`config.mk`:
```
export PLATFORM = sky130hd
export DESIGN_NAME = uart_rx
export DESIGN_NICKNAME = d
export VERILOG_FILES = /design/src/hw/uart_rx.sv
export SDC_FILE = /design/constraint.sdc
export NUM_CORES = 1
export LEC_CHECK = 0
export CAP_MARGIN = 25
export CORE_ASPECT_RATIO = 0.9
export CORE_MARGIN = 2
export CORE_UTILIZATION = 41
export CTS_CLUSTER_SIZE = 40
export DETAILED_ROUTE_END_ITERATION = 7
export DONT_BUFFER_PORTS = 1
export PLACE_DENSITY = 0.62
export SLEW_MARGIN = 20
export SYNTH_ARGS = -nofsm -noshare
export SYNTH_HDL_FRONTEND = slang
export SYNTH_SLANG_ARGS = --single-unit
```
`constraint.sdc`:
```
create_clock -name clk_root -period 2.05 [get_ports clk_root]
set_clock_uncertainty 0.1 [all_clocks]
set_input_delay 0.205 -clock clk_root [delete_from_list [all_inputs] [get_ports clk_root]]
set_output_delay 0.205 -clock clk_root [all_outputs]
set_load 0.05 [all_outputs]
```
`src/hw/uart_rx.sv`:
```
// uart receiver: 8n1 with mid-bit sampling, one byte strobe per good frame
`timescale 1ns/1ps
`default_nettype none

module uart_rx #(
	parameter int CLKS_PER_BIT = 20
) (
	input  logic       clk_root,
	input  logic       rst,
	input  logic       rxd,
	output logic       byte_valid,
	output logic [7:0] byte_data
);
	localparam int CNT_W = $clog2(CLKS_PER_BIT);

	typedef enum logic [1:0] {st_idle, st_start, st_data, st_stop} state_t;

	state_t           state;
	logic             rx_meta;
	logic             rx_sync;
	logic [CNT_W-1:0] clk_cnt;
	logic [2:0]       bit_idx;
	logic [7:0]       shift_reg;

	always_ff @(posedge clk_root) begin
		if (rst) begin
			// line idles high
			rx_meta    <= 1'b1;
			rx_sync    <= 1'b1;
			state      <= st_idle;
			clk_cnt    <= '0;
			bit_idx    <= '0;
			byte_valid <= 1'b0;
		end else begin
			// two-flop synchroniser
			rx_meta    <= rxd;
			rx_sync    <= rx_meta;
			byte_valid <= 1'b0;
			clk_cnt    <= clk_cnt + 1'b1;
			case (state)
				st_idle: begin
					clk_cnt <= '0;
					if (!rx_sync)
						state <= st_start;
				end
				st_start: begin
					// half a bit in, start must still be low
					if (clk_cnt == CNT_W'(CLKS_PER_BIT / 2 - 1)) begin
						clk_cnt <= '0;
						bit_idx <= '0;
						state   <= rx_sync ? st_idle : st_data;
					end
				end
				st_data: begin
					if (clk_cnt == CNT_W'(CLKS_PER_BIT - 1)) begin
						clk_cnt <= '0;
						bit_idx <= bit_idx + 1'b1;
						if (bit_idx == 3'd7)
							state <= st_stop;
					end
				end
				default: begin
					// bad stop bit drops the frame
					if (clk_cnt == CNT_W'(CLKS_PER_BIT - 1)) begin
						byte_valid <= rx_sync;
						state      <= st_idle;
					end
				end
			endcase
		end
	end

	// lsb first, byte_data only moves with a good stop bit
	always_ff @(posedge clk_root) begin
		if (state == st_data && clk_cnt == CNT_W'(CLKS_PER_BIT - 1))
			shift_reg <= {rx_sync, shift_reg[7:1]};
		if (state == st_stop && clk_cnt == CNT_W'(CLKS_PER_BIT - 1) && rx_sync)
			byte_data <= shift_reg;
	end

endmodule

`default_nettype wire

```
; After elaboration in Yosys (flattened, before gate mapping)
; Index checks and enable logic that the tools add are counted.
; Widths: inputs -> output; s select.
[word_totals]
ff_bits = 29
inputBits = 3
out_inout_bits = 9
word_cells = 43
[classes]
add_sub_neg = 2
eq_ne = 10
n_mux = 13
n_bitwise = 1
n_reduce_logical = 9
[ops]
columns = operator, n
row1 = $pmux 5 s3, 1
row2 = $mux 2, 6
row3 = $mux 5, 2
row4 = $ne 2x2->1 const B, 4
row5 = $mux 3, 2
row6 = $pmux 2 s3, 1
row7 = $pmux 3 s2, 1
row8 = $add 5x1->5 const B, 1
row9 = $eq 5x4->1 const B, 1
row10 = $eq 5x5->1 const B, 1
row11 = $reduce_and 5->1, 1
row12 = $reduce_or 5->1, 1
row13 = $eq 2x2->1 const B, 2
row14 = $add 3x1->3 const B, 1
row15 = $eq 3x3->1 const B, 1
row16 = $logic_and 1x1->1, 3
row17 = $reduce_and 3->1, 1
row18 = $reduce_bool 3->1, 1
row19 = $eq 2x1->1 const B, 1
row20 = $logic_not 2->1, 1
row21 = $reduce_bool 2->1, 1
row22 = $not 1->1, 1

; Logic depth before layout (Yosys ltp)
; Gate-level depths: netlist (run 1).
[logic_depth]
depth_word = 4
depth_mapped = 6
ltp_nobuf = 6

; Worst setup path after synthesis (run 1)
; OpenSTA, ideal clock, no wires.
[synth_path]
path_kind = reg-to-reg
startpoint = register clk_cnt[0]
endpoint = register bit_idx[0]
setup_ns = 0.058
t_arrival_ns = 1.551
required_time_ns = 1.892
setup_slack_ns = 0.340
path_stages_with_launch = 6
n_path_buf = 0
period_less_slack_ns = 1.710
cell_sequence = dfxtp_1 > ha_1 > and4bb_4 > and2_1 > nor3b_2 > mux2_2
[synth_between]
elab_chain_len = 3
elab_cells_between_ends = 5
cone_classes = eq/ne: 4 / reduce/logical: 1
[synth_rtl]
columns = item, line_no
row1 = start: declaration, 21  ; logic [CNT_W-1:0] clk_cnt;
row2 = start signal: assignment, 39  ; clk_cnt <= clk_cnt + 1'b1;
row3 = $eq 5x5->1 or $eq 5x4->1 (tied branches), "55, 48"
row4 = $ne 2x2->1 (no source line), -
row5 = $reduce_and 3->1 (no source line) *, -
row6 = end signal: assignment, 57  ; bit_idx <= bit_idx + 1'b1;
row7 = end: declaration, 22  ; logic [2:0] bit_idx;
; Mark *: on every way between the ends. The rest lies on a longest branch, timed or not.
; A chain may end at the register's enable or synchronous reset.

; Worst setup path in the final report (run 1)
[layout_path]
startpoint = register clk_cnt[0]
endpoint = register state[0]
[layout_between]
elab_chain_len = 3
elab_cells_between_ends = 6
cone_classes = eq/ne: 4 / reduce/logical: 2
[layout_rtl]
columns = item, line_no
row1 = $eq 5x5->1 or $eq 5x4->1 (tied branches), "55, 64, 48"
row2 = $ne 2x2->1 (no source line) or $reduce_bool 3->1 (tied branches), -
row3 = $reduce_and 5->1 (no source line) *, -
row4 = end signal: assignment, 51  ; state <= rx_sync ? st_idle : st_data;
row5 = end signal: assignment, 59  ; state <= st_stop;
row6 = end signal: assignment, 66  ; state <= st_idle;
row7 = end: declaration, 18  ; state_t state;
; Marks and branches as above.

==> impl_metrics.toml, run 1 <==
[pwr]
power.share.clock_pct = 28.5
swShare_pct = 28.16
p_sw_uw = 328.1
power_density_nw_per_um2 = 887.8
p_comb_share_pct = 16.3
p_leak_uw = 0.0004887
max-vdd-ir-drop_mv = 0.4161
intPower_uw = 837.1
seqPwrFrac_pct = 55.2

[clock_tree]
cts_root_buffer = "clkbuf_4"
path_clk_slew_ps = 100
clock-sinks = 29
numCtsBuffers = 5
clock_path_buffers = 2
post-cts-setup-buffer-count = 0
clk_latency_ps = 330
htreeDepth = 2
ctsResizeCount = 0
cts_tree = "yes"
hold_buffers = 2

[synth]
synth_edf_count = 16
avgSynthCellArea_um2 = 14.09
synth.largest_area_cell = "edfxtp_1"
ys_seq_area_share_pct = 62.58
synthFlopType = "edfxtp_1"
yosysTopAreaCellShare_pct = 40.59
yosys_warnings = 0
async_flop_share_pct = 0
ys_ff_latch = 29
yosysMostFrequentCell = "edfxtp_1"
netlist_instances = 84
ys_types = 31
syn-num-nets = 96
syn-cell-area_um2 = 1184
synth_area_leaders = "edfxtp_1 41%, dfxtp_1 22%, ha_1 9.5%"
synth_common_cells = "16 x edfxtp_1, 13 x dfxtp_1, 9 x ha_1"

[finish]
syn_to_final_growth_pct = 10.89
instances_no_fill = 134
antenna_cells_inserted = 0
drive_above_1_share_pct = 19.15
nets = 105

[floorplan]
die_w_um = 60.64
die_area_um2 = 3333
fp-row-count = 18
core-area_um2 = 2748
ios = 12
start_util_pct = 43.08
fp.dieH_um = 54.97

[timing]
drv_slew = 0
fin_setup_tns_ps = 0
period_share_pct = 87.27
tightest_slew_ps = 485.0
setup_violations = 0
max_freq_mhz = 559.0
maxSlewHeadroom_pct = 67.62
fin_crit_ps = 1789
rsz0062_at_grt = "false"
hold_violations = 0

[grt]
grt_pass1_wl_mm = 2.656
track_usage_pct = 12.07
overflow = 0
grt_pass1_vias = 612
grt_antenna_before_repair = 0
grt_max_degree = 11

[worst_setup_path]
crit_path_end_kind = "flop"
arrival_ps = 1910
crit_type = "reg -> reg"
crit_required_ps = 2170
start_kind = "flop"
cp_max_fo = 5

[detailed_routing]
wirelength_mm = 1.630
drt_first_iter_violations = 15
drcViolationCount = 0
avgRoutedWirePerCell_um = 12.16
vias = 644
avgViaCountPerCell = 4.806
drt-pass1-iter-count = 3
ant_nets = 0

[run_status]
outcome = "finished, final reports clean"

[placement]
dp.cells = 124
post-dp-hpwl_mm = 1.098
portBuffers = 0
place_congestion = 0.7157

[run]
cap_violations = 0

[worst_hold_path]
hold_class = "in -> reg"
==> layer usage <==
metal / vias to the layer above / global-route usage [%] / share of wire [%]
met5: - / 0 / 0
met4: 0 / 9.783 / 2.5
met2: 15 / 18.28 / 43
li1: 323 / - / -
met3: 5 / 5.116 / 4.7
met1: 301 / 13.29 / 50
==> path summary, 6_finish.rpt <==
path           endpoint       start  depth (start not counted)  slack, ps
max            state[0]  clk_cnt[0]                          5        260
min          bit_idx[1]         rst                          2         60
max reg2reg    state[0]  clk_cnt[0]                          5        260
min reg2reg     rx_sync     rx_meta                          1        320
==> worst max-delay path, stage by stage, from the launching register on <==
cell and delay (ps):
dfxtp_1 390, ha_1 240, and4bb_4 290, nand2_2 70, a211oi_2 250, mux2_1 340
==> layout make-up <==
type                    instances  area, µm²
flip-flops and latches         29      740.7
repair buffers                  3      27.53
clock buffers                   5      37.54
multi-input cells              51      427.9
clock inverters                 3      17.52
inverters                       3      11.26
well taps                      40      50.05
fillers                       278       1435
==> kinds of logic after synthesis <==
family | share of synthesized area, %
AOI/OAI and AO/OA | 6.238
xor gates and xnor gates | 2.220
adders and majority gates | 9.514
buffers and inverters | 1.268
DFF | 62.58
muxes | 2.854
and+or+nand+nor | 15.33
==> metrics by stage <==
stage	power, µW	util, %	hold slack [ps]	setup WS [ps]	instance area (µm²)
floorplan	806.4	-	208.8	340.5	1184
global placement	835.5	45.04	197.3	310.4	1237
detailed placement	840.9	45.04	197.5	278.6	1237
CTS	1182	47.77	42.85	256.9	1313
global route	1228	47.77	45.25	177.7	1313
finish	1165	47.77	61.23	261.0	1313
==> placed cells by master (no fill, tap or decap), drive strengths merged, types with 2 or more instances in the layout <==
master / Yosys / routed
a21oi: 3 / 3
a22o: 2 / 2
and2: 6 / 6
clkbuf: 1 / 5
clkinv: 0 / 2
dfxtp: 13 / 13
dlygate4sd3: 0 / 2
edfxtp: 16 / 16
ha: 9 / 9
inv: 3 / 3
mux2: 3 / 3
nand2: 3 / 3
nand3: 2 / 2
nand4bb: 2 / 2
nor2: 3 / 3
nor2b: 2 / 2
or2: 2 / 2
xnor2: 2 / 2
==> power groups by stage <==
| stage | sequential (µW) | combinational [µW] | clock (µW) |
|---|---|---|---|
| 2_1_floorplan | 653 | 154 | 0 |
| 3_3_place_gp | 655 | 180 | 0 |
| 3_5_place_dp | 657 | 184 | 0 |
| 4_1_cts | 643 | 190 | 349 |
| 5_1_grt | 646 | 208 | 374 |
| 6_report | 643 | 190 | 332 |
Power figures use the tool's default switching activity.
==> run 2: changes to the inputs <==
==> constraint.sdc (replaced) <==
create_clock -name clk_root -period 2.1 [get_ports clk_root]
set_clock_uncertainty 0.1 [all_clocks]
set_input_delay 0.21 -clock clk_root [delete_from_list [all_inputs] [get_ports clk_root]]
set_output_delay 0.21 -clock clk_root [all_outputs]
set_load 0.05 [all_outputs]
==> run 2 against run 1 <==
  * Hold slack worse by 51 ps
  * Non-clock buffer count rose by 1
  * Sequential cell count stayed put
  * Combinational power down 3%
  * Core utilization grew 0.36 points
  * Sequential power shrank 2%
  * Sequential share of layout area fell by 0.43 points
  * First-iteration DRC count is 27% lower
  * Setup slack improved by 44 ps
  * Largest cell class unchanged
==> impl_metrics.toml, run 2 (same netlist as run 1, synthesis figures left out) <==
[run_status]
outcome = "finished, final reports clean"

[grt]
grt_antenna_before_repair = 0
grt_max_degree = 11
grt_pass1_wl_mm = 2.573
overflow = 0
grt_pass1_vias = 604
track_usage_pct = 11.55

[timing]
tightest_slew_ps = 484.8
whs_ps = 10.14
drv_slew = 0
fin_crit_ps = 1795
maxSlewHeadroom_pct = 67.63
fin_setup_tns_ps = 0
hold_violations = 0
rsz0062_at_grt = "false"
setup_violations = 0
max_freq_mhz = 557.1
period_share_pct = 85.48

[floorplan]
ios = 12
core-area_um2 = 2748
die_area_um2 = 3333
fp.dieH_um = 54.97
fp-row-count = 18
start_util_pct = 43.08
die_w_um = 60.64

[pwr]
p_comb_share_pct = 16.2
p_leak_uw = 0.0004929
power_density_nw_per_um2 = 859.7
p_sw_uw = 318.6
max-vdd-ir-drop_mv = 0.3533
intPower_uw = 818.4
power.share.clock_pct = 28.6
seqPwrFrac_pct = 55.2
swShare_pct = 28.02

[finish]
instances_no_fill = 135
fillCellCount = 268
final_common_cell = "edfxtp_1"
nets = 106
layout_common_cells = "16 x edfxtp_1, 13 x dfxtp_1, 9 x ha_1"
drive_above_1_share_pct = 18.95
antenna_cells_inserted = 0
syn_to_final_growth_pct = 11.73

[worst_setup_path]
crit_required_ps = 2220
slowest_stage = "dfxtp_1"
crit_family = "flip-flops"
crit_type = "reg -> reg"
cpPeakStageDelay_ps = 390
start_kind = "flop"
cp_max_fo = 5
crit_chain = "ha_1, and4bb_4, nand2_2, a211oi_2, mux2_1"
crit_path_end_kind = "flop"
arrival_ps = 1910
cp_num_buf_inv = 0

[clock_tree]
ctsResizeCount = 0
htreeDepth = 2
numCtsBuffers = 5
clock_path_buffers = 2
post-cts-setup-buffer-count = 0
path_clk_slew_ps = 90
cts_root_buffer = "clkbuf_4"
cts_tree = "yes"
clk_latency_ps = 320
clock-sinks = 29

[placement]
dp.cells = 124
place_congestion = 0.7158
post-dp-hpwl_mm = 1.129
portBuffers = 0

[detailed_routing]
ant_nets = 0
vias = 652
avgViaCountPerCell = 4.830
wirelength_mm = 1.633
drt_first_iter_violations = 11
drt-pass1-iter-count = 2
drcViolationCount = 0
avgRoutedWirePerCell_um = 12.10

[worst_hold_path]
hold_class = "in -> reg"

[run]
cap_violations = 0
## run 2: cell types whose count changed in the layout (fill, tap and decap cells not counted)
cell	change
dlygate4sd3_1	+1
## run 2: power by group through the flow
stage	logic, µW	clock network (µW)	registers (µW)
after floorplan	150	0	637
after global placement	176	0	640
after detailed placement	180	0	641
after CTS	184	336	628
after global routing	200	359	630
final	184	325	628
## run 2: per-stage QoR
step	setup slack [ps]	cell area (µm²)	power (µW)	utilization, %
finish	304.8	1323	1137	48.13
global placement	360.4	1237	815.6	45.04
floorplan	390.5	1184	787.2	-
CTS	301.3	1313	1148	47.77
global route	244.4	1323	1189	48.13
detailed placement	314.4	1237	820.7	45.04
## run 2: worst reg2reg max path, cell delays in order, from the launching register on
cell,delay (ps)
dfxtp_1,390
ha_1,240
and4bb_4,290
nand2_2,70
a211oi_2,260
mux2_1,340
## run 2: area by class of cell
type	count	area, µm²	share of cell area (%)
multi-input cells	51	427.9	32.36
well taps	40	50.05	3.784
clock inverters	3	17.52	1.325
repair buffers	4	37.54	2.838
inverters	3	11.26	0.8515
flip-flops and latches	29	740.7	56.01
clock buffers	5	37.54	2.838
## run 2: final timing paths
check | startpoint | to | slack [ps] | depth (start not counted)
worst max register to register | clk_cnt[0] | state[0] | 300 | 5
worst min-delay path | rst | clk_cnt[1] | 10 | 2
worst min register to register | rx_meta | rx_sync | 320 | 1
worst max-delay path | clk_cnt[0] | state[0] | 300 | 5
## run 2: what timing repair did
item                                    in CTS  in global routing
endpoints found under the setup margin       0                  0
hold buffers                                 2                  1
hold endpoints to repair                     5                  1
## run 2: layer usage
metal	vias to the layer above	share of wire [%]	track usage [%]
met1	303	50	12.94
met3	6	4.6	5.116
met4	0	2.3	9.783
met5	-	0	0
met2	17	43	16.85
li1	326	-	-
