## config.mk

```make
export PLATFORM = sky130hd
export DESIGN_NAME = pixel_fetch_flat
export DESIGN_NICKNAME = d
export VERILOG_FILES = /design/src/hw/panel_pkg.sv /design/src/hw/link_pkg.sv /design/src/hw/fb_port_if.sv /design/src/hw/pixel_fetch.sv /design/src/flat_wrapper.sv
export SDC_FILE = /design/constraint.sdc
export NUM_CORES = 1
export LEC_CHECK = 0
export ABC_AREA = 1
export CAP_MARGIN = 20
export CORE_UTILIZATION = 61
export CTS_CLUSTER_DIAMETER = 150
export CTS_CLUSTER_SIZE = 14
export DETAILED_ROUTE_END_ITERATION = 8
export DONT_BUFFER_PORTS = 1
export PLACE_DENSITY = 0.83
export SLEW_MARGIN = 5
export SYNTH_ARGS = -nofsm -noshare
export SYNTH_HDL_FRONTEND = slang
export SYNTH_SLANG_ARGS = --single-unit
```

## constraint.sdc

```tcl
create_clock -name clk_root -period 1.8 [get_ports clk_root]
set_input_delay 0.36 -clock clk_root [delete_from_list [all_inputs] [get_ports clk_root]]
set_output_delay 0.36 -clock clk_root [all_outputs]
set_load 0.005 [all_outputs]
```

## src/hw/panel_pkg.sv

```systemverilog
// panel package: geometry of the 32x16 matrix, rgb565 pixel format and framebuffer addressing
`default_nettype none

package panel_pkg;

	// panel scanned as two halves of 8 rows
	localparam int panel_cols = 32;
	localparam int half_rows  = 8;
	localparam int num_planes = 4;

	// word address is row * 32 + col, rows 0 to 15
	typedef logic [$clog2(panel_cols * half_rows * 2)-1:0] fb_addr_t;

	// rgb565, red in the top bits
	typedef struct packed {
		logic [4:0] red;
		logic [5:0] green;
		logic [4:0] blue;
	} pixel_t;

	// scan counters
	typedef logic [$clog2(panel_cols)-1:0] col_t;
	typedef logic [$clog2(half_rows)-1:0]  row_t;
	typedef logic [$clog2(num_planes)-1:0] plane_t;

	// plane p shows red bit p+1, green bit p+2, blue bit p+1

endpackage

`default_nettype wire

```

## src/hw/link_pkg.sv

```systemverilog
// host link package: command bytes, frame lengths and the display enable register layout
`default_nettype none

package link_pkg;

	// lead bytes
	localparam logic [7:0] cmd_pixel = 8'h50;
	localparam logic [7:0] cmd_enable = 8'h45;

	// argument bytes after the lead byte
	// pixel: addr hi, addr lo, data hi, data lo
	localparam int pixel_arg_bytes  = 4;
	localparam int enable_arg_bytes = 1;

	// bit 0 red, bit 1 green, bit 2 blue
	typedef struct packed {
		logic       unused;
		logic [3:0] plane_en;
		logic [2:0] rgb_en;
	} enable_t;

	localparam enable_t enable_reset = '{unused: 1'b0, plane_en: 4'hf, rgb_en: 3'h7};

endpackage

`default_nettype wire

```

## src/hw/fb_port_if.sv

```systemverilog
// framebuffer port: request/grant handshake with registered read data for one client
`timescale 1ns/1ps
`default_nettype none

interface fb_port_if;
	import panel_pkg::*;

	// client side, held until gnt
	logic     req;
	logic     we;
	fb_addr_t addr;
	pixel_t   wdata;
	// arbiter side
	// gnt is a single cycle, rdata/rvalid follow one cycle later
	logic     gnt;
	pixel_t   rdata;
	logic     rvalid;

	modport client (
		output req, we, addr, wdata,
		input  gnt, rdata, rvalid
	);

	modport arbiter (
		input  req, we, addr, wdata,
		output gnt, rdata, rvalid
	);

endinterface

`default_nettype wire

```

## src/hw/pixel_fetch.sv

```systemverilog
// pixel fetch: reads top and bottom pixels per column and slices out the current plane bits
`timescale 1ns/1ps
`default_nettype none

module pixel_fetch (
	input  logic              clk_root,
	input  logic              rst,
	input  logic              col_req,
	input  panel_pkg::row_t   row,
	input  panel_pkg::col_t   col,
	input  panel_pkg::plane_t plane,
	input  link_pkg::enable_t enables,
	fb_port_if.client         fb,
	output logic              col_ready,
	output logic [2:0]        rgb_top,
	output logic [2:0]        rgb_bot
);
	import panel_pkg::*;
	import link_pkg::*;

	typedef enum logic [1:0] {st_idle, st_top, st_bot, st_wait} state_t;

	state_t state;
	pixel_t pix_top;
	pixel_t pix_bot;

	// plane bits of one pixel, masked by colour and plane enables
	function automatic logic [2:0] plane_bits(pixel_t px, plane_t p, enable_t en);
		logic [2:0] b;
		b[0] = px.red[p + 1];
		b[1] = px.green[p + 2];
		b[2] = px.blue[p + 1];
		return b & en.rgb_en & {3{en.plane_en[p]}};
	endfunction

	// read-only client
	assign fb.we    = 1'b0;
	assign fb.wdata = '0;

	always_ff @(posedge clk_root) begin
		if (rst) begin
			state     <= st_idle;
			fb.req    <= 1'b0;
			col_ready <= 1'b0;
		end else begin
			col_ready <= 1'b0;
			case (state)
				st_idle: begin
					if (col_req) begin
						fb.req <= 1'b1;
						state  <= st_top;
					end
				end
				// req stays up across both reads
				st_top: if (fb.gnt) state <= st_bot;
				st_bot: begin
					if (fb.gnt) begin
						fb.req <= 1'b0;
						state  <= st_wait;
					end
				end
				default: begin
					if (fb.rvalid) begin
						col_ready <= 1'b1;
						state     <= st_idle;
					end
				end
			endcase
		end
	end

	// top at row*32+col, bottom 256 words on
	always_ff @(posedge clk_root) begin
		if (state == st_idle && col_req)
			fb.addr <= fb_addr_t'({1'b0, row, col});
		if (state == st_top && fb.gnt)
			fb.addr <= fb_addr_t'({1'b1, row, col});
		// top data comes back while the bottom read is in flight
		if (state == st_bot && fb.rvalid)
			pix_top <= fb.rdata;
		if (state == st_wait && fb.rvalid)
			pix_bot <= fb.rdata;
	end

	assign rgb_top = plane_bits(pix_top, plane, enables);
	assign rgb_bot = plane_bits(pix_bot, plane, enables);

endmodule

`default_nettype wire

```

## src/flat_wrapper.sv

```systemverilog
// flat-port wrapper written by rule: the top's interface ports become plain ports
module pixel_fetch_flat import panel_pkg::*; import link_pkg::*;
  (clk_root, rst, col_req, row, col, plane, enables, col_ready, rgb_top, rgb_bot, fb_req, fb_we, fb_addr, fb_wdata, fb_gnt, fb_rdata, fb_rvalid);
  fb_port_if fb_i ();
  input  logic clk_root;
  input  logic rst;
  input  logic col_req;
  input  panel_pkg::row_t row;
  input  panel_pkg::col_t col;
  input  panel_pkg::plane_t plane;
  input  link_pkg::enable_t enables;
  output logic col_ready;
  output logic [2:0] rgb_top;
  output logic [2:0] rgb_bot;
  output wire logic [$bits(fb_i.req)-1:0] fb_req;
  output wire logic [$bits(fb_i.we)-1:0] fb_we;
  output wire logic [$bits(fb_i.addr)-1:0] fb_addr;
  output wire logic [$bits(fb_i.wdata)-1:0] fb_wdata;
  input wire logic [$bits(fb_i.gnt)-1:0] fb_gnt;
  input wire logic [$bits(fb_i.rdata)-1:0] fb_rdata;
  input wire logic [$bits(fb_i.rvalid)-1:0] fb_rvalid;
  assign fb_req = fb_i.req;
  assign fb_we = fb_i.we;
  assign fb_addr = fb_i.addr;
  assign fb_wdata = fb_i.wdata;
  assign fb_i.gnt = fb_gnt;
  assign fb_i.rdata = fb_rdata;
  assign fb_i.rvalid = fb_rvalid;
  pixel_fetch u_core (.clk_root(clk_root), .rst(rst), .col_req(col_req), .row(row), .col(col), .plane(plane), .enables(enables), .fb(fb_i), .col_ready(col_ready), .rgb_top(rgb_top), .rgb_bot(rgb_bot));
endmodule
```

-- Word-level counts from Yosys, hierarchy flattened
Index checks and enable logic that the tools add are counted.
- add/subtract/negate cells: 2
- order comparisons: 3
- eq/ne operators: 6
- muxes and demuxes: 25
- bitwise logic cells: 4
- reductions and logical operators: 11
- operators with widths (cell ; count):
    < comparator 32 x 4 -> 1 bit, second input constant ; 2
    binary-select mux 1 bit (select 3 bit) ; 6
    2-to-1 mux 8 bit ; 2
    AND 3 bit ; 4
    2-to-1 mux 1 bit ; 10
    2-to-1 mux 2 bit ; 4
    inequality test 2 bit, second input constant ; 3
    case mux 2 bit (3 select lines) ; 1
    equality test 2 bit, second input constant ; 2
    logical AND 1 bit ; 4
    AND reduction 4 bit ; 1
    nonzero test 2 bit ; 2
    nonzero test 4 bit ; 1
    OR reduction 4 bit ; 1
    adder 2 x 1 -> 3 bit, second input constant ; 1
    adder 2 x 2 -> 3 bit, second input constant ; 1
    < comparator 2 x 3 -> 1 bit, second input constant ; 1
    AND reduction 3 bit ; 1
    binary-select mux 1 bit (select 2 bit) ; 1
    equality test 2 x 1 -> 1 bit, second input constant ; 1
    zero test 2 bit ; 1
    case mux 1 bit (2 select lines) ; 1
- flip-flop bits (word level): 45
- input port bits: 39
- output and inout port bits: 34
- logic and storage cells: 62

-- Longest topological paths before layout
Gate-level depths: netlist (run 1).
- depth in word-level cells: 5
- depth in mapped cells: 9
- depth with buffers taken out: 9

-- Least setup slack after synthesis (run 1)
No wires, ideal clock.
- path type: input -> output
- from: input port plane[0]
- to: output port rgb_top[0]
- arrival: 1142 ps
- data required time: 1440 ps
- path slack: 298 ps
- stages on the path: 7
- buffers on the path: 0
- path through: ha_1 > inv_1 > nor2_1 > o21ai_1 > nand2_1 > nor2_1 > nor2_1
- word-level cells in the longest chain between the ends: 5
- elaborated cells between the ends (all ways): 7
- those cells by class: 1 x add/sub; 4 x mux; 2 x bitwise
- ends and longest elaborated chain (what ; line ; RTL):
    start: declaration ; flat_wrapper.sv:10 ; input panel_pkg::plane_t plane;
    adder 2 x 1 -> 3 bit ; pixel_fetch.sv:30 ; b[0] = px.red[p + 1];
    binary-select mux 1 bit (select 3 bit) ; pixel_fetch.sv:30 ;
    2-to-1 mux 1 bit (not written as such) ; pixel_fetch.sv:30 ;
    AND 3 bit ; pixel_fetch.sv:33 ; return b & en.rgb_en & {3{en.plane_en[p]}};
    AND 3 bit * ; pixel_fetch.sv:33 ;
    end: declaration ; flat_wrapper.sv:13 ; output logic [2:0] rgb_top;
Mark *: on every way between the ends. The rest lies on a longest branch, timed or not. The select of a mux whose other input is x is not followed.

-- Worst setup path in the final report (run 1)
Ends and elaborated chain as after synthesis.

==> run metrics, run 1 <==
Max Slew Vio Count 0; Worst setup SP type input pin; synth unique cells 23; footprint of the multi-input gates 591 sq um; Final Cycle Share 0.907; pin count of the biggest net entering global routing 18; RSZ-0062 raised after global routing false; hold buffers post-CTS 0; Setup crit end kind primary output; Area growth, synth to finish 0.450%; grt ovf 0; CORE AREA 3050 sq um; Crit Path Class in -> out; initial antenna violation count 0; Post-Route WL 2.86 mm; Fill cells 252; via count of the first global-routing pass 1,165; R2R Path End u_core.fb.req; clock sinks 41; most numerous cell in the Yosys netlist nand2_1; Synth Register Bits 41; die span in y 58.5 um; Die ar. 3420 sq um; ant diodes 0; post-synthesis adder-cell area fraction 0.0450; Final Skew 10.1 ps; RePlAce Congestion 0.863; # rows 20; ys async rst share 0; Setup Fix Bufs, Post-CTS 0; Max-Cap Viols 0; area share of the largest cell type after synthesis 0.555; ys flop type edfxtp_1; Post-Synthesis Cells 188; synthesized area 1950 sq um; Synth area leaders edfxtp_1 55%, nand2_1 9.6%, buf_4 6.6%; Syn Area/Cell 10.4 sq um; drt drc 0; largest family of logic cells by synthesized area simple AND/OR/NAND/NOR gates; HP Class in -> reg; IO Port Bufs 0; TNS Setup 0 ps; CP max FO 17; mux share of post-synthesis cell area 0; worst vdd ir 0.656 mV; Clk Latency, worst-skew pair 330 ps; initial DRC count 24; Starting Density 0.638; Detailed Routing Iterations Pass 1 4; total track usage 0.186; Reg area 1180 sq um; # nets final 238; via count 1,173; actual slew at the worst max-slew pin 535 ps; fmax 613 MHz; Critical Path AT 1270 ps; post-synth top area cell edfxtp_1; yosys warns 0; Commonest cells post-synth 50 x nand2_1, 36 x edfxtp_1, 22 x nor2_1; worst r2r src u_core.state[0]; H-Tree Level Count 2; Hold WS 111 ps; Final Total Pwr 2.16 mW; layout cells sized above 1 0.0829; vias per cell 4.95; Hold Violations, Final 0; Hold Path End u_core.pix_top[11]; PwrDens 1100 nW/um^2; Ports 73; Pleak 0.830 nW; number of flops mapped to enable cells by yosys 36; hold wc startpoint fb_rdata[11]; compound-cell area share of the yosys netlist 0.0353; clock-pin slew on the worst setup and hold paths 110 ps; Inserted Clock Buffers 5; first-pass GRT wire length 4.56 mm; WL/cell 12.1 um; final setup violation count 0; Clock Tree Buf Depth 2; Post-Synth Simple-Gate Area 0.190; CTS tree built; Worst Hold Path Cells 0; root buf cell clkbuf_4; Final HPWL DP 2.22 mm; Max-slew headroom 0.643; internal reg-to-reg setup slack 360 ps; final critical-path required period 1630 ps; Die X 58.5 um; Detail Route Antenna Nets 0; post-synthesis sequential area ratio 0.606; status completed; Post-Synth XOR/XNOR Area 0; Post-CTS Resized 0; FF-to-FF path depth 8; CP required 1440 ps
-- layer usage --
metal / GRT usage / routed length, um / vias to the layer above
met3: 0.0769 / 273 / 5
met5: 0 / 0 / -
met2: 0.342 / 1470 / 60
met1: 0.175 / 1070 / 521
li1: - / - / 587
met4: 0.0952 / 48 / 0
-- power breakdown --
group	switching [mW]	internal (mW)	total [mW]
Sequential	0.0825	1.23	1.31
Combinational	0.293	0.145	0.437
Clock	0.262	0.149	0.411
Total	0.638	1.52	2.16
-- stage by stage --
stage           util  instance area (sq um)  setup WS [ps]  cells
3_5_place_dp   0.624                   1910            191    229
3_3_place_gp   0.624                   1910            217    229
6_report       0.641                   1960            167    237
4_1_cts        0.641                   1960            188    237
5_1_grt        0.641                   1960            115    237
2_1_floorplan      -                   2010            298    204
-- kinds of logic after synthesis --
logic type | Yosys count
AOI/OAI and AO/OA | 12
adders and majority gates | 7
DFF | 41
and+or+nand+nor | 90
buffers and inverters | 37
other | 1
-- flip-flops by register name (all words and copies together) (netlist names) --
name              cells
u_core.state          2
u_core.pix_top       14
u_core.fb.addr        9
u_core.pix_bot       14
u_core.col_ready      1
u_core.fb.req         1
-- cell usage in the layout, fill, tap and decap left out --
| cell type | instances |
|---|---|
| nand2_1 | 50 |
| edfxtp_1 | 36 |
| nor2_1 | 22 |
| conb_1 | 17 |
| inv_1 | 16 |
| nand3_1 | 10 |
| ha_1 | 7 |
| clkbuf_4 | 5 |
| dfxtp_1 | 5 |
| o21ai_0 | 4 |
| o21ai_1 | 3 |
| nand2_2 | 3 |
| nor2_2 | 2 |
| a21oi_1 | 2 |
| clkinv_2 | 2 |
| inv_8 | 1 |
| o211ai_1 | 1 |
| and2_2 | 1 |
| a21oi_2 | 1 |
| nor3_1 | 1 |
| o21bai_1 | 1 |
| nand4_1 | 1 |
| clkbuf_1 | 1 |
| buf_4 | 1 |
-- worst max-delay path by stage --
stage                     depth (start not counted)     start          to  slack, ps
after CTS                                         6  plane[0]  rgb_top[0]        190
after global placement                            7  plane[0]  rgb_top[0]        220
final                                             7  plane[0]  rgb_top[0]        170
after floorplan                                   7  plane[0]  rgb_top[0]        300
after global routing                              7  plane[0]  rgb_top[0]        110
after detailed placement                          7  plane[0]  rgb_top[0]        190
-- worst max-delay path, cell delays in order --
cell and delay [ps]:
ha_1 350, inv_1 120, nor2_1 100, o21ai_1 70, nand2_1 70, nor2_1 50
nor2_1 160
-- layout make-up --
type / count / share of cell area
clock inverters: 2 / 0.00512
multi-input cells: 126 / 0.302
flip-flops and latches: 41 / 0.604
well taps: 44 / 0.0281
clock buffers: 6 / 0.0211
repair buffers: 1 / 0.00384
inverters: 17 / 0.0364
(Power assumes the default switching activity.)
==> run 2: changes to the inputs <==
--- a/config.mk
+++ b/config.mk
@@ -6,7 +6,7 @@
 export NUM_CORES = 1
 export LEC_CHECK = 0
 export ABC_AREA = 1
-export CAP_MARGIN = 20
+export CORE_ASPECT_RATIO = 0.6
 export CORE_UTILIZATION = 61
 export CTS_CLUSTER_DIAMETER = 150
 export CTS_CLUSTER_SIZE = 14
==> run 2 against run 1 <==
Final area up 2.4%. Register-to-register slack lost 20 ps. Clock skew is 0.79 ps lower. Clock power is 50% higher. Worst setup slack better by 17 ps. Critical endpoint unchanged.
==> run metrics, run 2 (synthesized netlist as in run 1, its figures left out) <==
status completed; via count 1,194; placed standard-cell area 1910 sq um; Fill cells 230; Detail Route Antenna Nets 0; Critical Path AT 1260 ps; CP Cell Sequence ha_1 > inv_1 > nor2_1 > o21ai_1 > nand2_1 > nor2_1 > nor2_1; pin count of the biggest net entering global routing 18; WP depth 7; design area 2000 sq um; Max Slew Vio Count 0; Clock Tree Buf Depth 2; final setup violation count 0; Clk Latency, worst-skew pair 290 ps; PwrDens 1190 nW/um^2; Setup crit end kind primary output; TNS Setup 0 ps; IO Port Bufs 0; # rows 15; Final Skew 9.28 ps; cell repeated most along the worst path nor2_1; Hold WS 158 ps; Post-Route WL 3.24 mm; Worst setup SP type input pin; ant diodes 0; Crit Path Class in -> out; CP max stage delay 350 ps; Max-Cap Viols 0; Place WS 198 ps; # nets final 239; WL/cell 13.7 um; fmax 619 MHz; Finished Layout Cells 236; Starting Density 0.661; final core utilization 0.680; Die ar. 3430 sq um; RePlAce Congestion 0.817; initial antenna violation count 0; final critical-path required period 1620 ps; first-pass GRT wire length 4.75 mm; grt ovf 0; Die X 75.0 um; HP Class in -> reg; FF-to-FF path depth 8; CP Launch Point plane[0]; Final HPWL DP 2.37 mm; setup slack after layout 184 ps; drt drc 0; Area growth, synth to finish 2.89%; worst vdd ir 0.758 mV; via count of the first global-routing pass 1,008; clock sinks 41; CTS tree built; Setup Fix Bufs, Post-CTS 0; Final Cycle Share 0.898; clock-pin slew on the worst setup and hold paths 80 ps; die span in y 45.8 um; Inserted Clock Buffers 5; Setup crit end rgb_top[0]; Pleak 0.848 nW; most frequent cells in the layout 50 x nand2_1, 36 x edfxtp_1, 22 x nor2_1; layout cells sized above 1 0.0876; commonest non-fill, non-tap cell in the layout nand2_1; H-Tree Level Count 2; initial DRC count 50; Detailed Routing Iterations Pass 1 4; total track usage 0.204; Reg area 1180 sq um; hold buffers post-CTS 0; Post-CTS Resized 0; vias per cell 5.06; R2R Path End u_core.fb.req; CP required 1440 ps; worst r2r src u_core.state[0]; Final Total Pwr 2.39 mW; Ports 73; crit-path leading delay family adder cells; root buf cell clkbuf_8; RSZ-0062 raised after global routing false; footprint of the multi-input gates 591 sq um; Hold Violations, Final 0; CP max FO 17; CORE AREA 2950 sq um; Placed Cells 228; slowest CP cell ha_1; CP bufs+invs 1; internal reg-to-reg setup slack 340 ps; Largest regs u_core.pix_bot x14, u_core.pix_top x14, u_core.fb.addr x9
-- run 2: where the power goes --
part           internal, mW  switching (mW)  total (mW)  leakage, nW
Combinational         0.148           0.311       0.459        0.431
Clock                 0.311           0.305       0.616       0.0445
Sequential             1.23          0.0827        1.31        0.372
Total                  1.69           0.698        2.39        0.848
-- run 2: worst min-delay path by stage --
stage / slack (ps) / cells after the start / end / start
after global routing: 140 / 0 / u_core.pix_top[4] / fb_rdata[4]
after CTS: 150 / 0 / u_core.pix_bot[4] / fb_rdata[4]
after detailed placement: 460 / 0 / u_core.fb.addr[7] / row[2]
after floorplan: 440 / 2 / u_core.fb.addr[8] / u_core.fb.addr[8]
final: 160 / 0 / u_core.pix_bot[4] / fb_rdata[4]
after global placement: 460 / 2 / u_core.fb.addr[8] / u_core.fb.addr[8]
-- run 2: layout make-up --
type | instances | share of cell area
flip-flops and latches | 41 | 0.589
multi-input cells | 126 | 0.295
clock buffers | 7 | 0.0431
inverters | 17 | 0.0356
well taps | 42 | 0.0262
repair buffers | 2 | 0.00749
clock inverters | 1 | 0.00375
-- run 2: routing by layer --
layer,part of all wire,vias to the layer above,track usage
met3,0.090,2,0.0863
li1,-,586,-
met1,0.43,553,0.266
met4,0.0043,0,0.0566
met2,0.48,53,0.317
met5,0,-,0
