<file path="config.mk">
export PLATFORM = sky130hd
export DESIGN_NAME = matrix_scan
export DESIGN_NICKNAME = d
export VERILOG_FILES = /design/src/hw/panel_pkg.sv /design/src/hw/matrix_scan.sv
export SDC_FILE = /design/constraint.sdc
export NUM_CORES = 1
export LEC_CHECK = 0
export BUFFER_PORTS_ARGS = -buffer_cell sky130_fd_sc_hd__buf_2
export CAP_MARGIN = 20
export CELL_PAD_IN_SITES_DETAIL_PLACEMENT = 2
export CELL_PAD_IN_SITES_GLOBAL_PLACEMENT = 2
export CORE_MARGIN = 3
export CORE_UTILIZATION = 32
export DETAILED_ROUTE_END_ITERATION = 8
export GPL_ROUTABILITY_DRIVEN = 0
export PLACE_DENSITY_LB_ADDON = 0.1
export REMOVE_ABC_BUFFERS = 1
export SLEW_MARGIN = 20
export SYNTH_ARGS = -nofsm -noshare
export SYNTH_HDL_FRONTEND = slang
export SYNTH_SLANG_ARGS = --single-unit
</file>
<file path="constraint.sdc">
create_clock -name clk_root -period 1.6 [get_ports clk_root]
set_input_delay 0.16 -clock clk_root [delete_from_list [all_inputs] [get_ports clk_root]]
set_output_delay 0.16 -clock clk_root [all_outputs]
set_load 0.05 [all_outputs]
</file>
<file path="src/hw/panel_pkg.sv">
// panel package: geometry of the 32x16 matrix, rgb565 pixel format and framebuffer addressing
`default_nettype none

package panel_pkg;

	// panel scanned as two halves of 8 rows
	localparam int panel_cols = 32;
	localparam int half_rows  = 8;
	localparam int num_planes = 4;

	// word address is row * 32 + col, rows 0 to 15
	typedef logic [$clog2(panel_cols * half_rows * 2)-1:0] fb_addr_t;

	// rgb565, red in the top bits
	typedef struct packed {
		logic [4:0] red;
		logic [5:0] green;
		logic [4:0] blue;
	} pixel_t;

	// scan counters
	typedef logic [$clog2(panel_cols)-1:0] col_t;
	typedef logic [$clog2(half_rows)-1:0]  row_t;
	typedef logic [$clog2(num_planes)-1:0] plane_t;

	// plane p shows red bit p+1, green bit p+2, blue bit p+1

endpackage

`default_nettype wire

</file>
<file path="src/hw/matrix_scan.sv">
// matrix scan: shifts columns, latches rows and times the weighted output-enable window per plane
`timescale 1ns/1ps
`default_nettype none

module matrix_scan #(
	parameter int OE_BASE = 4
) (
	input  logic              clk_root,
	input  logic              rst,
	input  logic              col_ready,
	input  logic [2:0]        rgb_top_in,
	input  logic [2:0]        rgb_bot_in,
	output logic              col_req,
	output panel_pkg::row_t   row,
	output panel_pkg::col_t   col,
	output panel_pkg::plane_t plane,
	output logic              pixel_clk,
	output logic              latch,
	output logic              oe_n,
	output panel_pkg::row_t   row_addr,
	output logic [2:0]        rgb_top,
	output logic [2:0]        rgb_bot
);
	import panel_pkg::*;

	// longest window is the top plane
	localparam int OE_MAX = OE_BASE << (num_planes - 1);
	localparam int OE_W   = $clog2(OE_MAX + 1);

	typedef enum logic [1:0] {st_shift, st_clock, st_latch, st_display} state_t;

	state_t          state;
	logic            waiting;
	logic [OE_W-1:0] oe_cnt;

	// one-cycle request at the start of each column
	assign col_req = (state == st_shift) && !waiting;

	always_ff @(posedge clk_root) begin
		if (rst) begin
			state     <= st_shift;
			waiting   <= 1'b0;
			col       <= '0;
			row       <= '0;
			plane     <= '0;
			pixel_clk <= 1'b0;
			latch     <= 1'b0;
			oe_n      <= 1'b1;
			row_addr  <= '0;
			oe_cnt    <= '0;
			rgb_top   <= '0;
			rgb_bot   <= '0;
		end else begin
			// clock edge one cycle behind the data
			pixel_clk <= (state == st_clock);
			latch     <= 1'b0;
			case (state)
				st_shift: begin
					if (!waiting) begin
						waiting <= 1'b1;
					end else if (col_ready) begin
						waiting <= 1'b0;
						rgb_top <= rgb_top_in;
						rgb_bot <= rgb_bot_in;
						state   <= st_clock;
					end
				end
				st_clock: begin
					col   <= col + 1'b1;
					state <= (col == col_t'(panel_cols - 1)) ? st_latch : st_shift;
				end
				st_latch: begin
					// displayed row only moves here
					latch    <= 1'b1;
					row_addr <= row;
					oe_cnt   <= OE_W'(OE_BASE << plane);
					state    <= st_display;
				end
				default: begin
					if (oe_cnt != '0) begin
						oe_n   <= 1'b0;
						oe_cnt <= oe_cnt - 1'b1;
					end else begin
						// window done, next plane then next row
						oe_n  <= 1'b1;
						plane <= plane + 1'b1;
						if (plane == plane_t'(num_planes - 1))
							row <= row + 1'b1;
						state <= st_shift;
					end
				end
			endcase
		end
	end

endmodule

`default_nettype wire

</file>
Word-level counts from Yosys, hierarchy flattened
Index checks and enable logic that the tools add are counted.
{"block": "word_totals", "reg_bits": 31, "latch_bits": 0, "mem_bits_rw": 0, "mem_bits_ro": 0, "in_bits": 9, "output_inout_bits": 23, "elab_cells": 50, "n_memories": 0}
{"block": "classes", "addsub": 4, "multipliers": 0, "n_div": 0, "order_cmp": 0, "n_eq_ne": 7, "shift": 1, "mux": 11, "bitwise_logic": 3, "n_reduce_logical": 12}
{"cell": "6-bit one-hot mux with 2 select lines", "count": 1}
{"cell": "3-bit AND reduction", "count": 3}
{"cell": "2-bit 2-to-1 mux", "count": 4}
{"cell": "6-bit 2-to-1 mux", "count": 1}
{"cell": "2-bit one-hot mux with 3 select lines", "count": 1}
{"cell": "6-bit nonzero test", "count": 1}
{"cell": "3-bit by 2-bit << shifter with 6-bit output, first input constant", "count": 1}
{"cell": "6-bit by 1-bit subtractor with 6-bit output, second input constant", "count": 1}
{"cell": "5-bit by 1-bit adder with 5-bit output, second input constant", "count": 1}
{"cell": "5-bit equality test, second input constant", "count": 1}
{"cell": "2-bit equality test, second input constant", "count": 2}
{"cell": "1-bit 2-to-1 mux", "count": 4}
{"cell": "2-bit != test, second input constant", "count": 2}
{"cell": "4-bit by 3-bit != test with 1-bit output, second input constant", "count": 1}
{"cell": "2-bit AND reduction", "count": 2}
{"cell": "3-bit by 1-bit adder with 3-bit output, second input constant", "count": 1}
{"cell": "1-bit inverter", "count": 3}
{"cell": "3-bit OR reduction", "count": 1}
{"cell": "2-bit by 1-bit adder with 2-bit output, second input constant", "count": 1}
{"cell": "2-bit by 1-bit equality test with 1-bit output, second input constant", "count": 1}
{"cell": "2-bit zero test", "count": 1}
{"cell": "2-bit nonzero test", "count": 1}
{"cell": "2-bit OR reduction", "count": 1}
{"cell": "1-bit logical AND", "count": 1}
{"cell": "1-bit zero test", "count": 1}

Depth between registers and ports, before layout
Gate-level depths: netlist of the first run.
{"block": "logic_depth", "word_depth": 4, "ltp_mapped": 6, "mapped_depth_nobuf": 6}

Worst setup path before layout of the first run
Ideal clock, no wire load.
{"block": "synth_timing", "kind": "register to output", "startpoint": "register state[1]", "endpoint": "output col_req", "arrival_ns": 1.660, "t_required_ns": 1.440, "slack_ns": -0.220, "stages_incl_launch_ff": 4, "path_buffers": 2, "path_cell_list": "dfxtp_1 buf_4 buf_2 nor3_1"}
{"block": "synth_via", "elab_chain_len": 2}
{"item": "start, declared", "line": "matrix_scan.sv:32", "rtl": "state_t state;"}
{"item": "start signal, assigned", "line": "matrix_scan.sv:41", "rtl": "state <= st_shift;"}
{"item": "start signal, assigned", "line": "matrix_scan.sv:65", "rtl": "state <= st_clock;"}
{"item": "start signal, assigned", "line": "matrix_scan.sv:70", "rtl": "state <= (col == col_t'(panel_cols - 1)) ? st_latch : st_shift;"}
{"item": "2-bit zero test", "line": "matrix_scan.sv:37", "rtl": "assign col_req = (state == st_shift) && !waiting;"}
{"item": "1-bit logical AND", "line": "matrix_scan.sv:37"}
{"item": "end, declared", "line": "matrix_scan.sv:13", "rtl": "output logic col_req,"}
No other way between the ends.

Final worst setup path of the first run
{"block": "layout_timing", "startpoint": "register oe_cnt[1]", "endpoint": "register oe_cnt[0]"}
{"block": "layout_via", "elab_chain_len": 3}
{"item": "start, declared", "line": "matrix_scan.sv:34", "rtl": "logic [OE_W-1:0] oe_cnt;"}
{"item": "start signal, assigned", "line": "matrix_scan.sv:76", "rtl": "oe_cnt <= OE_W'(OE_BASE << plane);"}
{"item": "start signal, assigned", "line": "matrix_scan.sv:82", "rtl": "oe_cnt <= oe_cnt - 1'b1;"}
{"item": "6-bit nonzero test", "line": "matrix_scan.sv:80", "rtl": "if (oe_cnt != '0) begin"}
{"item": "2-bit nonzero test (no line)"}
{"item": "2-bit AND reduction (no line)"}
No other way between the ends.
A chain may end at the register's enable or synchronous reset.

==> run summary, run 1 <==
Critical R2R Launch = oe_cnt[1]
Fillers = 516
syn avg cell area = 9.22 sq um
Setup crit end = oe_cnt[0]
die width = 74.3 um
DR WL/cell = 16.1 um
vias in the first global route = 1377
reg2reg path depth = 6
# Max-Cap Violations = 0
Ports = 32
Worst R2R End = oe_cnt[0]
DPL Wire Length = 3040 um
max-slew headroom at the worst pin = 76.5%
CP cell instances = inv_1, ha_1, nor2b_4, nand2_4, a21o_1, a211oi_2
Hold-fix buffers, CTS = 0
GRT Overall Usage = 16.3%
drt first pass iters = 4
number of setup buffers added after CTS = 0
Synth Instances = 162
CTS tree = done
most frequent cell after synthesis = dfxtp_1
Area growth, synth to finish = 23.4%
Hold Path Class = primary input to flip-flop
Pwr Density = 889 nW/um^2
first-pass GRT wire length = 6800 um
GRT overflow = 0
RSZ-0062 raised after global routing = false
placed cell areas = 1720 sq um
number of synthesis warnings = 0
Crit. End Element = flip-flop
row cnt = 24
Die Ht = 74.3 um
share of post-route cells with drive strength above 1 = 31.0%
htree depth = 2
Initial Util = 33.6%
DR DRC count = 0
biggest area consumer among synthesized cells = dfxtp_1
fin util = 41.5%
area of the core = 4440 sq um
status = complete, no violations
CP startpoint kind = flip-flop
number of vias per cell = 5.15
Final setup viols = 0
CP required = 1810 ps
CP Launch Point = oe_cnt[1]
Max Slew Vio Count = 0
port bufs = 31
Seq cells post-synth = 31
f_max = 0.672 GHz
Clock Sink Count = 31
worst path buffer plus inverter count = 1
total wire length = 4060 um
Final Hold Slack = 113 ps
post-detailed-route count of antenna-violating nets = 0
sequential element share of the synthesized area = 41.5%
Cell Count, Final, Fillers Out = 252
Inserted Clock Buffers = 5
Worst-path clk slew = 70 ps
commonest cells in the netlist = dfxtp_1 (31), nor2_1 (19), nand2_1 (17)
Iteration-0 DRC Markers = 41
R2R Setup Slk = 110 ps
Syn Std Cell Area = 1490 sq um
post-placement cell count = 244
Final Hold Viols = 0
crit path max fanout = 10
clk_lat worst skew = 290 ps
root buf cell = clkbuf_8
nets@finish = 217
count of cell types in the netlist = 41
synth top area cells = dfxtp_1 (42%), ha_1 (7.5%), mux2i_1 (5.4%)
Setup CP Type = flip-flop to flip-flop
largest net degree at the start of global routing = 18
post-route minimum period = 1490 ps
Clock Skew = 5.02 ps
arrival time worst endpoint = 1700 ps
full die area = 5520 sq um
ys flop type = dfxtp_1
CP peak stage delay = 350 ps
CP top delay family = compound AO/OA/AOI/OAI gates
CTS max path bufs = 2
Crit-path slowest cell = dfxtp_1
worst ir drop on vdd = 0.565 mV
top-area cell type share of the netlist area = 41.5%
initial antenna violation count = 0
design area = 1840 sq um
routed via count = 1299
EDFF count, synth = 0
worst-margin pin slew = 349 ps
number of diodes = 0
Tcrit/Tclk final = 93.0%
Pleak = 0.782 nW
asr flop ratio synth = 0%
path length in cells of the critical path = 6
## report_power, final
| group | switching [mW] | internal (mW) |
|---|---|---|
| clock network | 0.315 | 0.391 |
| logic | 0.0895 | 0.0441 |
| registers | 0.0134 | 0.785 |
| total | 0.418 | 1.22 |
## kinds of logic after synthesis
| kind of cell | count (synthesis) | synth area share, % |
|---|---|---|
| AOI/OAI and AO/OA | 32 | 14.1 |
| xor gates and xnor gates | 6 | 3.52 |
| adders and majority gates | 9 | 7.54 |
| buffers and inverters | 14 | 4.94 |
| DFF | 31 | 41.5 |
| muxes | 8 | 5.36 |
| and+or+nand+nor | 62 | 23.0 |
## worst min-delay path: stages
cell     delay (ps)
buf_2            70
mux2i_1          50
nor2_1           80
## routing by layer
metal,global-route usage [%],routed length [um],up-vias,part of all wire [%]
li1,-,-,636,-
met1,19.2,1720,635,42
met2,28.3,2150,22,53
met3,4.19,120,6,3.0
met4,6.52,67,0,1.7
met5,0,0,-,0
## per-stage QoR
step           worst slack [ps]  power [mW]  TNS, ps
3_5_place_dp              0.686       0.949        0
6_report                    112        1.64        0
5_1_grt                    10.1        1.72        0
3_3_place_gp               96.9       0.943        0
2_1_floorplan              -113       0.895     -113
4_1_cts                    24.0        1.67        0
## flip-flops by register name, indices dropped and copies added (netlist names)
signal	count
plane	2
oe_cnt	6
rgb_bot	3
latch	1
row	3
waiting	1
oe_n	1
col	5
row_addr	3
pixel_clk	1
rgb_top	3
state	2
## area by class of cell
cell class / count / area, sq um / area share (%)
Inverter: 6 / 22.5 / 1.22
Timing Repair Buffer: 38 / 210 / 11.4
Clock buffer: 7 / 96.3 / 5.23
Sequential cell: 31 / 623 / 33.8
Tap cell: 52 / 65.1 / 3.53
Clock inverter: 1 / 7.51 / 0.407
Multi-Input combinational cell: 117 / 818 / 44.4
## cells in the final DEF (no fill, tap or decap), types with 2 or more instances in the layout
master,Yosys,routed
and4bb_2,3,3
buf_4,1,8
dfxtp_1,31,29
nor2_1,19,19
xnor2_1,2,2
a211oi_2,2,2
nor3_1,3,2
inv_1,5,5
buf_2,2,30
nand2b_1,3,3
nand3_1,4,4
a21o_1,2,2
nor3_4,2,2
clkbuf_8,0,7
o21ai_0,4,4
xor2_1,4,4
mux2i_1,8,8
ha_1,9,9
nand2_1,17,17
dfxtp_2,0,2
a22oi_1,3,3
a21oi_1,14,14
## worst min-delay path by stage
stage	slack, ps	endpoint	from	cells past startpoint
floorplan	220	oe_cnt[0]	rst	1
global placement	400	rgb_top[1]	rgb_top_in[1]	3
detailed placement	420	rgb_bot[0]	rgb_bot_in[0]	3
CTS	110	rgb_bot[0]	rgb_bot_in[0]	3
global route	130	rgb_bot[2]	rgb_bot_in[2]	3
finish	110	rgb_bot[0]	rgb_bot_in[0]	3
## timing repair
action                     in CTS  in global routing
gates resized for setup         2                  5
setup endpoints to repair       4                 10
pin swaps                       0                  1
No activity file was read; power rests on OpenSTA's default activity.
==> inputs of run 2 (changes only) <==
--- a/config.mk
+++ b/config.mk
@@ -15,6 +15,7 @@
 export GPL_ROUTABILITY_DRIVEN = 0
 export PLACE_DENSITY_LB_ADDON = 0.1
 export REMOVE_ABC_BUFFERS = 1
+export SKIP_LAST_GASP = 1
 export SLEW_MARGIN = 20
 export SYNTH_ARGS = -nofsm -noshare
 export SYNTH_HDL_FRONTEND = slang
==> constraint.sdc (replaced) <==
create_clock -name clk_root -period 1.6 [get_ports clk_root]
set_input_delay 0.32 -clock clk_root [delete_from_list [all_inputs] [get_ports clk_root]]
set_output_delay 0.32 -clock clk_root [all_outputs]
set_load 0.05 [all_outputs]
==> run summary, run 2 (synthesis results as in run 1) <==
Iteration-0 DRC Markers = 30 (was 41)
GRT Overall Usage = 16.4% (was 16.3%)
Largest register FFs = 6 (unchanged)
CP required = 1800 ps (was 1810 ps)
commonest non-fill, non-tap cell in the layout = buf_2 (unchanged)
worst ir drop on vdd = 0.455 mV (was 0.565 mV)
Clock Sink Count = 31 (unchanged)
Die Ht = 74.3 um (unchanged)
DR WL/cell = 16.2 um (was 16.1 um)
initial antenna violation count = 0 (unchanged)
full die area = 5520 sq um (unchanged)
DR DRC count = 0 (unchanged)
area of the core = 4440 sq um (unchanged)
row cnt = 24 (unchanged)
Critical R2R Launch = oe_cnt[1] (unchanged)
most frequent cells in the layout = buf_2 (30), dfxtp_1 (29), nor2_1 (19) (unchanged)
status = complete, no violations (unchanged)
largest net degree at the start of global routing = 28 (was 18)
max-slew headroom at the worst pin = 71.8% (was 76.5%)
nets@finish = 219 (was 217)
GRT overflow = 0 (unchanged)
Hold Path Class = primary input to flip-flop (unchanged)
Final Hold Slack = 275 ps (was 113 ps)
Initial Util = 33.6% (unchanged)
clk_lat worst skew = 280 ps (was 290 ps)
Crit. End Element = flip-flop (unchanged)
Max Slew Vio Count = 0 (unchanged)
Worst R2R End = oe_cnt[0] (unchanged)
port bufs = 31 (unchanged)
top flop regs = oe_cnt x6, col x5 (unchanged)
Tcrit/Tclk final = 94.5% (was 93.0%)
CTS tree = done (unchanged)
Setup CP Type = flip-flop to flip-flop (unchanged)
die width = 74.3 um (unchanged)
hold depth = 3 (unchanged)
first-pass GRT wire length = 6910 um (was 6800 um)
WHS Endpoint = rgb_bot[0] (unchanged)
min-delay src = rgb_bot_in[0] (unchanged)
CTS max path bufs = 2 (unchanged)
Hold-fix buffers, CTS = 0 (unchanged)
drt first pass iters = 4 (unchanged)
share of post-route cells with drive strength above 1 = 31.2% (was 31.0%)
number of diodes = 0 (unchanged)
worst-margin pin slew = 419 ps (was 349 ps)
Clock Skew = 9.51 ps (was 5.02 ps)
f_max = 0.661 GHz (was 0.672 GHz)
number of vias per cell = 5.06 (was 5.15)
reg2reg path depth = 6 (unchanged)
DPL Wire Length = 3140 um (was 3040 um)
vias in the first global route = 1381 (was 1377)
R2R Setup Slk = 90 ps (was 110 ps)
post-detailed-route count of antenna-violating nets = 0 (unchanged)
crit path max fanout = 10 (unchanged)
Inserted Clock Buffers = 5 (unchanged)
Area growth, synth to finish = 25.8% (was 23.4%)
arrival time worst endpoint = 1710 ps (was 1700 ps)
Final setup viols = 0 (unchanged)
Worst-path clk slew = 70 ps (about the same)
root buf cell = clkbuf_8 (unchanged)
htree depth = 2 (unchanged)
total power = 1.63 mW (was 1.64 mW)
CP startpoint kind = flip-flop (unchanged)
post-route minimum period = 1510 ps (was 1490 ps)
Ports = 32 (unchanged)
Pwr Density = 869 nW/um^2 (was 889 nW/um^2)
Pleak = 0.802 nW (was 0.782 nW)
fin util = 42.3% (was 41.5%)
Reg with most FFs = oe_cnt (unchanged)
Final Hold Viols = 0 (unchanged)
total wire length = 4110 um (was 4060 um)
number of setup buffers added after CTS = 0 (unchanged)
routed via count = 1285 (was 1299)
# Max-Cap Violations = 0 (unchanged)
## run 2: changes by cell type in the layout (fill, tap and decap cells not counted), sizes merged
cell / delta
clkbuf: +1
buf: +2
clkinvlp: -1
## run 2: worst max-delay path by stage
stage,endpoint,cells after the start,slack [ps],startpoint
floorplan,col_req,1,-270,state[1]
global placement,oe_cnt[3],6,90,oe_cnt[1]
detailed placement,oe_cnt[0],6,-10,oe_cnt[1]
CTS,col_req,2,-20,state[0]
global route,oe_cnt[2],6,-7,oe_cnt[1]
finish,oe_cnt[0],6,90,oe_cnt[1]
## run 2: layout make-up
type | instances | area [sq um]
Fill cell | 519 | 2560
Multi-Input combinational cell | 117 | 818
Sequential cell | 31 | 623
Timing Repair Buffer | 40 | 250
Clock buffer | 8 | 100
Tap cell | 52 | 65.1
Inverter | 6 | 22.5
## run 2: metal layers
layer  share of wire, %  track usage, %
met5                  0               0
met4               0.83            4.74
met3                2.9            3.65
met2                 51            27.9
met1                 45            20.9
## run 2: power breakdown
group / internal, mW / switching, mW / total [mW]
Sequential: 0.786 / 0.0132 / 0.799
Combinational: 0.0516 / 0.0927 / 0.144
Clock: 0.393 / 0.297 / 0.690
## run 2: metrics by stage
stage	instance area [sq um]	cells	setup WS, ps	setup TNS (ps)
4_1_cts	1860	254	-19.7	-19.7
5_1_grt	1880	254	-6.88	-6.88
6_report	1880	254	87.8	0
3_3_place_gp	1760	246	94.1	0
2_1_floorplan	1440	154	-273	-273
3_5_place_dp	1760	246	-11.4	-11.4
## run 2: what timing repair did
item	CTS	global route
pin swaps	0	0
resized for setup	2	5
endpoints found under the setup margin	4	7
## run 2: worst max-delay path, cell delays in order, from the launching register on
cell	delay (ps)
dfxtp_1	350
inv_1	110
ha_1	220
nor2b_4	210
nand2_4	110
a21o_1	210
a211oi_2	210
==> inputs of run 3 (changes only) <==
--- a/config.mk
+++ b/config.mk
@@ -7,10 +7,10 @@
 export LEC_CHECK = 0
 export BUFFER_PORTS_ARGS = -buffer_cell sky130_fd_sc_hd__buf_2
 export CAP_MARGIN = 20
-export CELL_PAD_IN_SITES_DETAIL_PLACEMENT = 2
-export CELL_PAD_IN_SITES_GLOBAL_PLACEMENT = 2
+export CELL_PAD_IN_SITES_DETAIL_PLACEMENT = 0
+export CELL_PAD_IN_SITES_GLOBAL_PLACEMENT = 1
 export CORE_MARGIN = 3
-export CORE_UTILIZATION = 32
+export CORE_UTILIZATION = 40
 export DETAILED_ROUTE_END_ITERATION = 8
 export GPL_ROUTABILITY_DRIVEN = 0
 export PLACE_DENSITY_LB_ADDON = 0.1
==> run summary, run 3 (synthesis results as in run 1) <==
commonest non-fill, non-tap cell in the layout = dfxtp_1 (was buf_2)
Setup WS post-layout = 59.1 ps (was 87.8 ps)
full die area = 4500 sq um (was 5520 sq um)
number of vias per cell = 5.20 (was 5.06)
Largest register FFs = 6 (unchanged)
Max Slew Vio Count = 0 (unchanged)
most common cell type on the critical path = buf_4
post-detailed-route count of antenna-violating nets = 0 (unchanged)
CP peak stage delay = 360 ps (was 350 ps)
max-slew headroom at the worst pin = 75.1% (was 71.8%)
drt first pass iters = 4 (unchanged)
Clock Sink Count = 31 (unchanged)
Ports = 32 (unchanged)
Crit. End Element = primary output (was flip-flop)
row cnt = 21 (was 24)
Setup CP Type = flip-flop to primary output (was flip-flop to flip-flop)
number of setup buffers added after CTS = 0 (unchanged)
DPL Wire Length = 2360 um (was 3140 um)
reg2reg path depth = 6 (unchanged)
GRT overflow = 0 (unchanged)
most frequent cells in the layout = dfxtp_1 (31), buf_2 (30), nor2_1 (19) (was buf_2 (30), dfxtp_1 (29), nor2_1 (19))
Reg with most FFs = oe_cnt (unchanged)
share of post-route cells with drive strength above 1 = 30.5% (was 31.2%)
DR WL/cell = 12.9 um (was 16.2 um)
Tcrit/Tclk final = 96.3% (was 94.5%)
worst ir drop on vdd = 0.448 mV (was 0.455 mV)
clk_lat worst skew = 280 ps (about the same)
htree depth = 2 (unchanged)
vias in the first global route = 1197 (was 1381)
GRT Overall Usage = 16.2% (was 16.4%)
pre-CTS setup slack = -3.04 ps (was -11.4 ps)
post-route minimum period = 1540 ps (was 1510 ps)
Pleak = 0.798 nW (was 0.802 nW)
CP required = 1280 ps (was 1800 ps)
Clock Skew = 1.49 ps (was 9.51 ps)
Pwr Density = 859 nW/um^2 (was 869 nW/um^2)
CP cell instances = buf_4, nor3_1, buf_4 (was inv_1, ha_1, nor2b_4, nand2_4, a21o_1, a211oi_2)
Inserted Clock Buffers = 5 (unchanged)
die width = 67.1 um (was 74.3 um)
nets@finish = 220 (was 219)
WHS Endpoint = rgb_top[2] (was rgb_bot[0])
Fillers = 355 (was 519)
initial antenna violation count = 0 (unchanged)
CP startpoint kind = flip-flop (unchanged)
routed via count = 1294 (was 1285)
f_max = 0.649 GHz (was 0.661 GHz)
root buf cell = clkbuf_8 (unchanged)
worst-margin pin slew = 370 ps (was 419 ps)
port bufs = 31 (unchanged)
min-delay src = rgb_top_in[2] (was rgb_bot_in[0])
DR DRC count = 0 (unchanged)
Area growth, synth to finish = 24.5% (was 25.8%)
largest net degree at the start of global routing = 22 (was 28)
number of diodes = 0 (unchanged)
Final setup viols = 0 (unchanged)
CTS tree = done (unchanged)
top flop regs = oe_cnt x6, col x5 (unchanged)
placed cell areas = 1740 sq um (was 1760 sq um)
Worst R2R End = oe_cnt[5] (was oe_cnt[0])
first-pass GRT wire length = 5490 um (was 6910 um)
Hold-fix buffers, CTS = 0 (unchanged)
total wire length = 3210 um (was 4110 um)
Critical R2R Launch = oe_cnt[1] (unchanged)
design area = 1860 sq um (was 1880 sq um)
Iteration-0 DRC Markers = 64 (was 30)
status = complete, no violations (unchanged)
Final Hold Viols = 0 (unchanged)
Crit-path slowest cell = dfxtp_1 (unchanged)
area of the core = 3470 sq um (was 4440 sq um)
R2R Setup Slk = 120 ps (was 90 ps)
# Max-Cap Violations = 0 (unchanged)
crit path max fanout = 9 (was 10)
Initial Util = 43.1% (was 33.6%)
hold depth = 3 (unchanged)
CTS resizes = 1 (was 2)
Die Ht = 67.1 um (was 74.3 um)
arrival time worst endpoint = 1220 ps (was 1710 ps)
CTS max path bufs = 2 (unchanged)
Hold Path Class = primary input to flip-flop (unchanged)
Worst-path clk slew = 60 ps (was 70 ps)
==> run 3: final cells by class <==
cell class | instances | area (sq um) | share of cell area (%)
well taps | 46 | 57.6 | 3.10
multi-input cells | 117 | 813 | 43.7
repair buffers | 41 | 245 | 13.2
inverters | 6 | 22.5 | 1.21
flip-flops and latches | 31 | 621 | 33.4
clock buffers | 8 | 100 | 5.38
==> run 3: worst max-delay path by stage <==
stage / cells after the start / slack, ps / endpoint / start
after CTS: 3 / 20 / col_req / state[1]
after detailed placement: 6 / -3 / oe_cnt[3] / oe_cnt[0]
after floorplan: 1 / -270 / col_req / state[1]
after global routing: 3 / -10 / col_req / state[1]
final: 3 / 60 / col_req / state[1]
after global placement: 6 / 90 / oe_cnt[1] / oe_cnt[0]
==> run 3: per-stage QoR <==
step / power [mW] / util, % / setup TNS [ps] / hold slack, ps / instances
after detailed placement: 0.952 / 50.3 / -3.04 / 448 / 241
after global routing: 1.68 / 53.6 / -13.9 / 289 / 249
after floorplan: 0.895 / - / -273 / 385 / 154
after global placement: 0.950 / 50.3 / 0 / 441 / 241
after CTS: 1.62 / 53.2 / 0 / 271 / 249
final: 1.60 / 53.6 / 0 / 274 / 249
==> run 3: layer usage <==
metal / track usage [%] / up-vias / share of wire (%) / wire (um)
met5: 0 / - / 0 / 0
met4: 6.08 / 0 / 1.3 / 41
met3: 5.40 / 5 / 4.9 / 158
met2: 26.4 / 31 / 49 / 1560
met1: 19.6 / 614 / 45 / 1450
li1: - / 644 / - / -
==> run 3: worst max-delay path: cells and delay by family, from the launching register on <==
kind,cells,cell delay (ps)
and+or+nand+nor,1,150
buffers and inverters,2,420
DFF,1,360
==> run 3: where the power goes <==
group | switching (mW) | internal, mW
clock network | 0.270 | 0.392
logic | 0.0904 | 0.0488
registers | 0.0110 | 0.786
total | 0.372 | 1.23
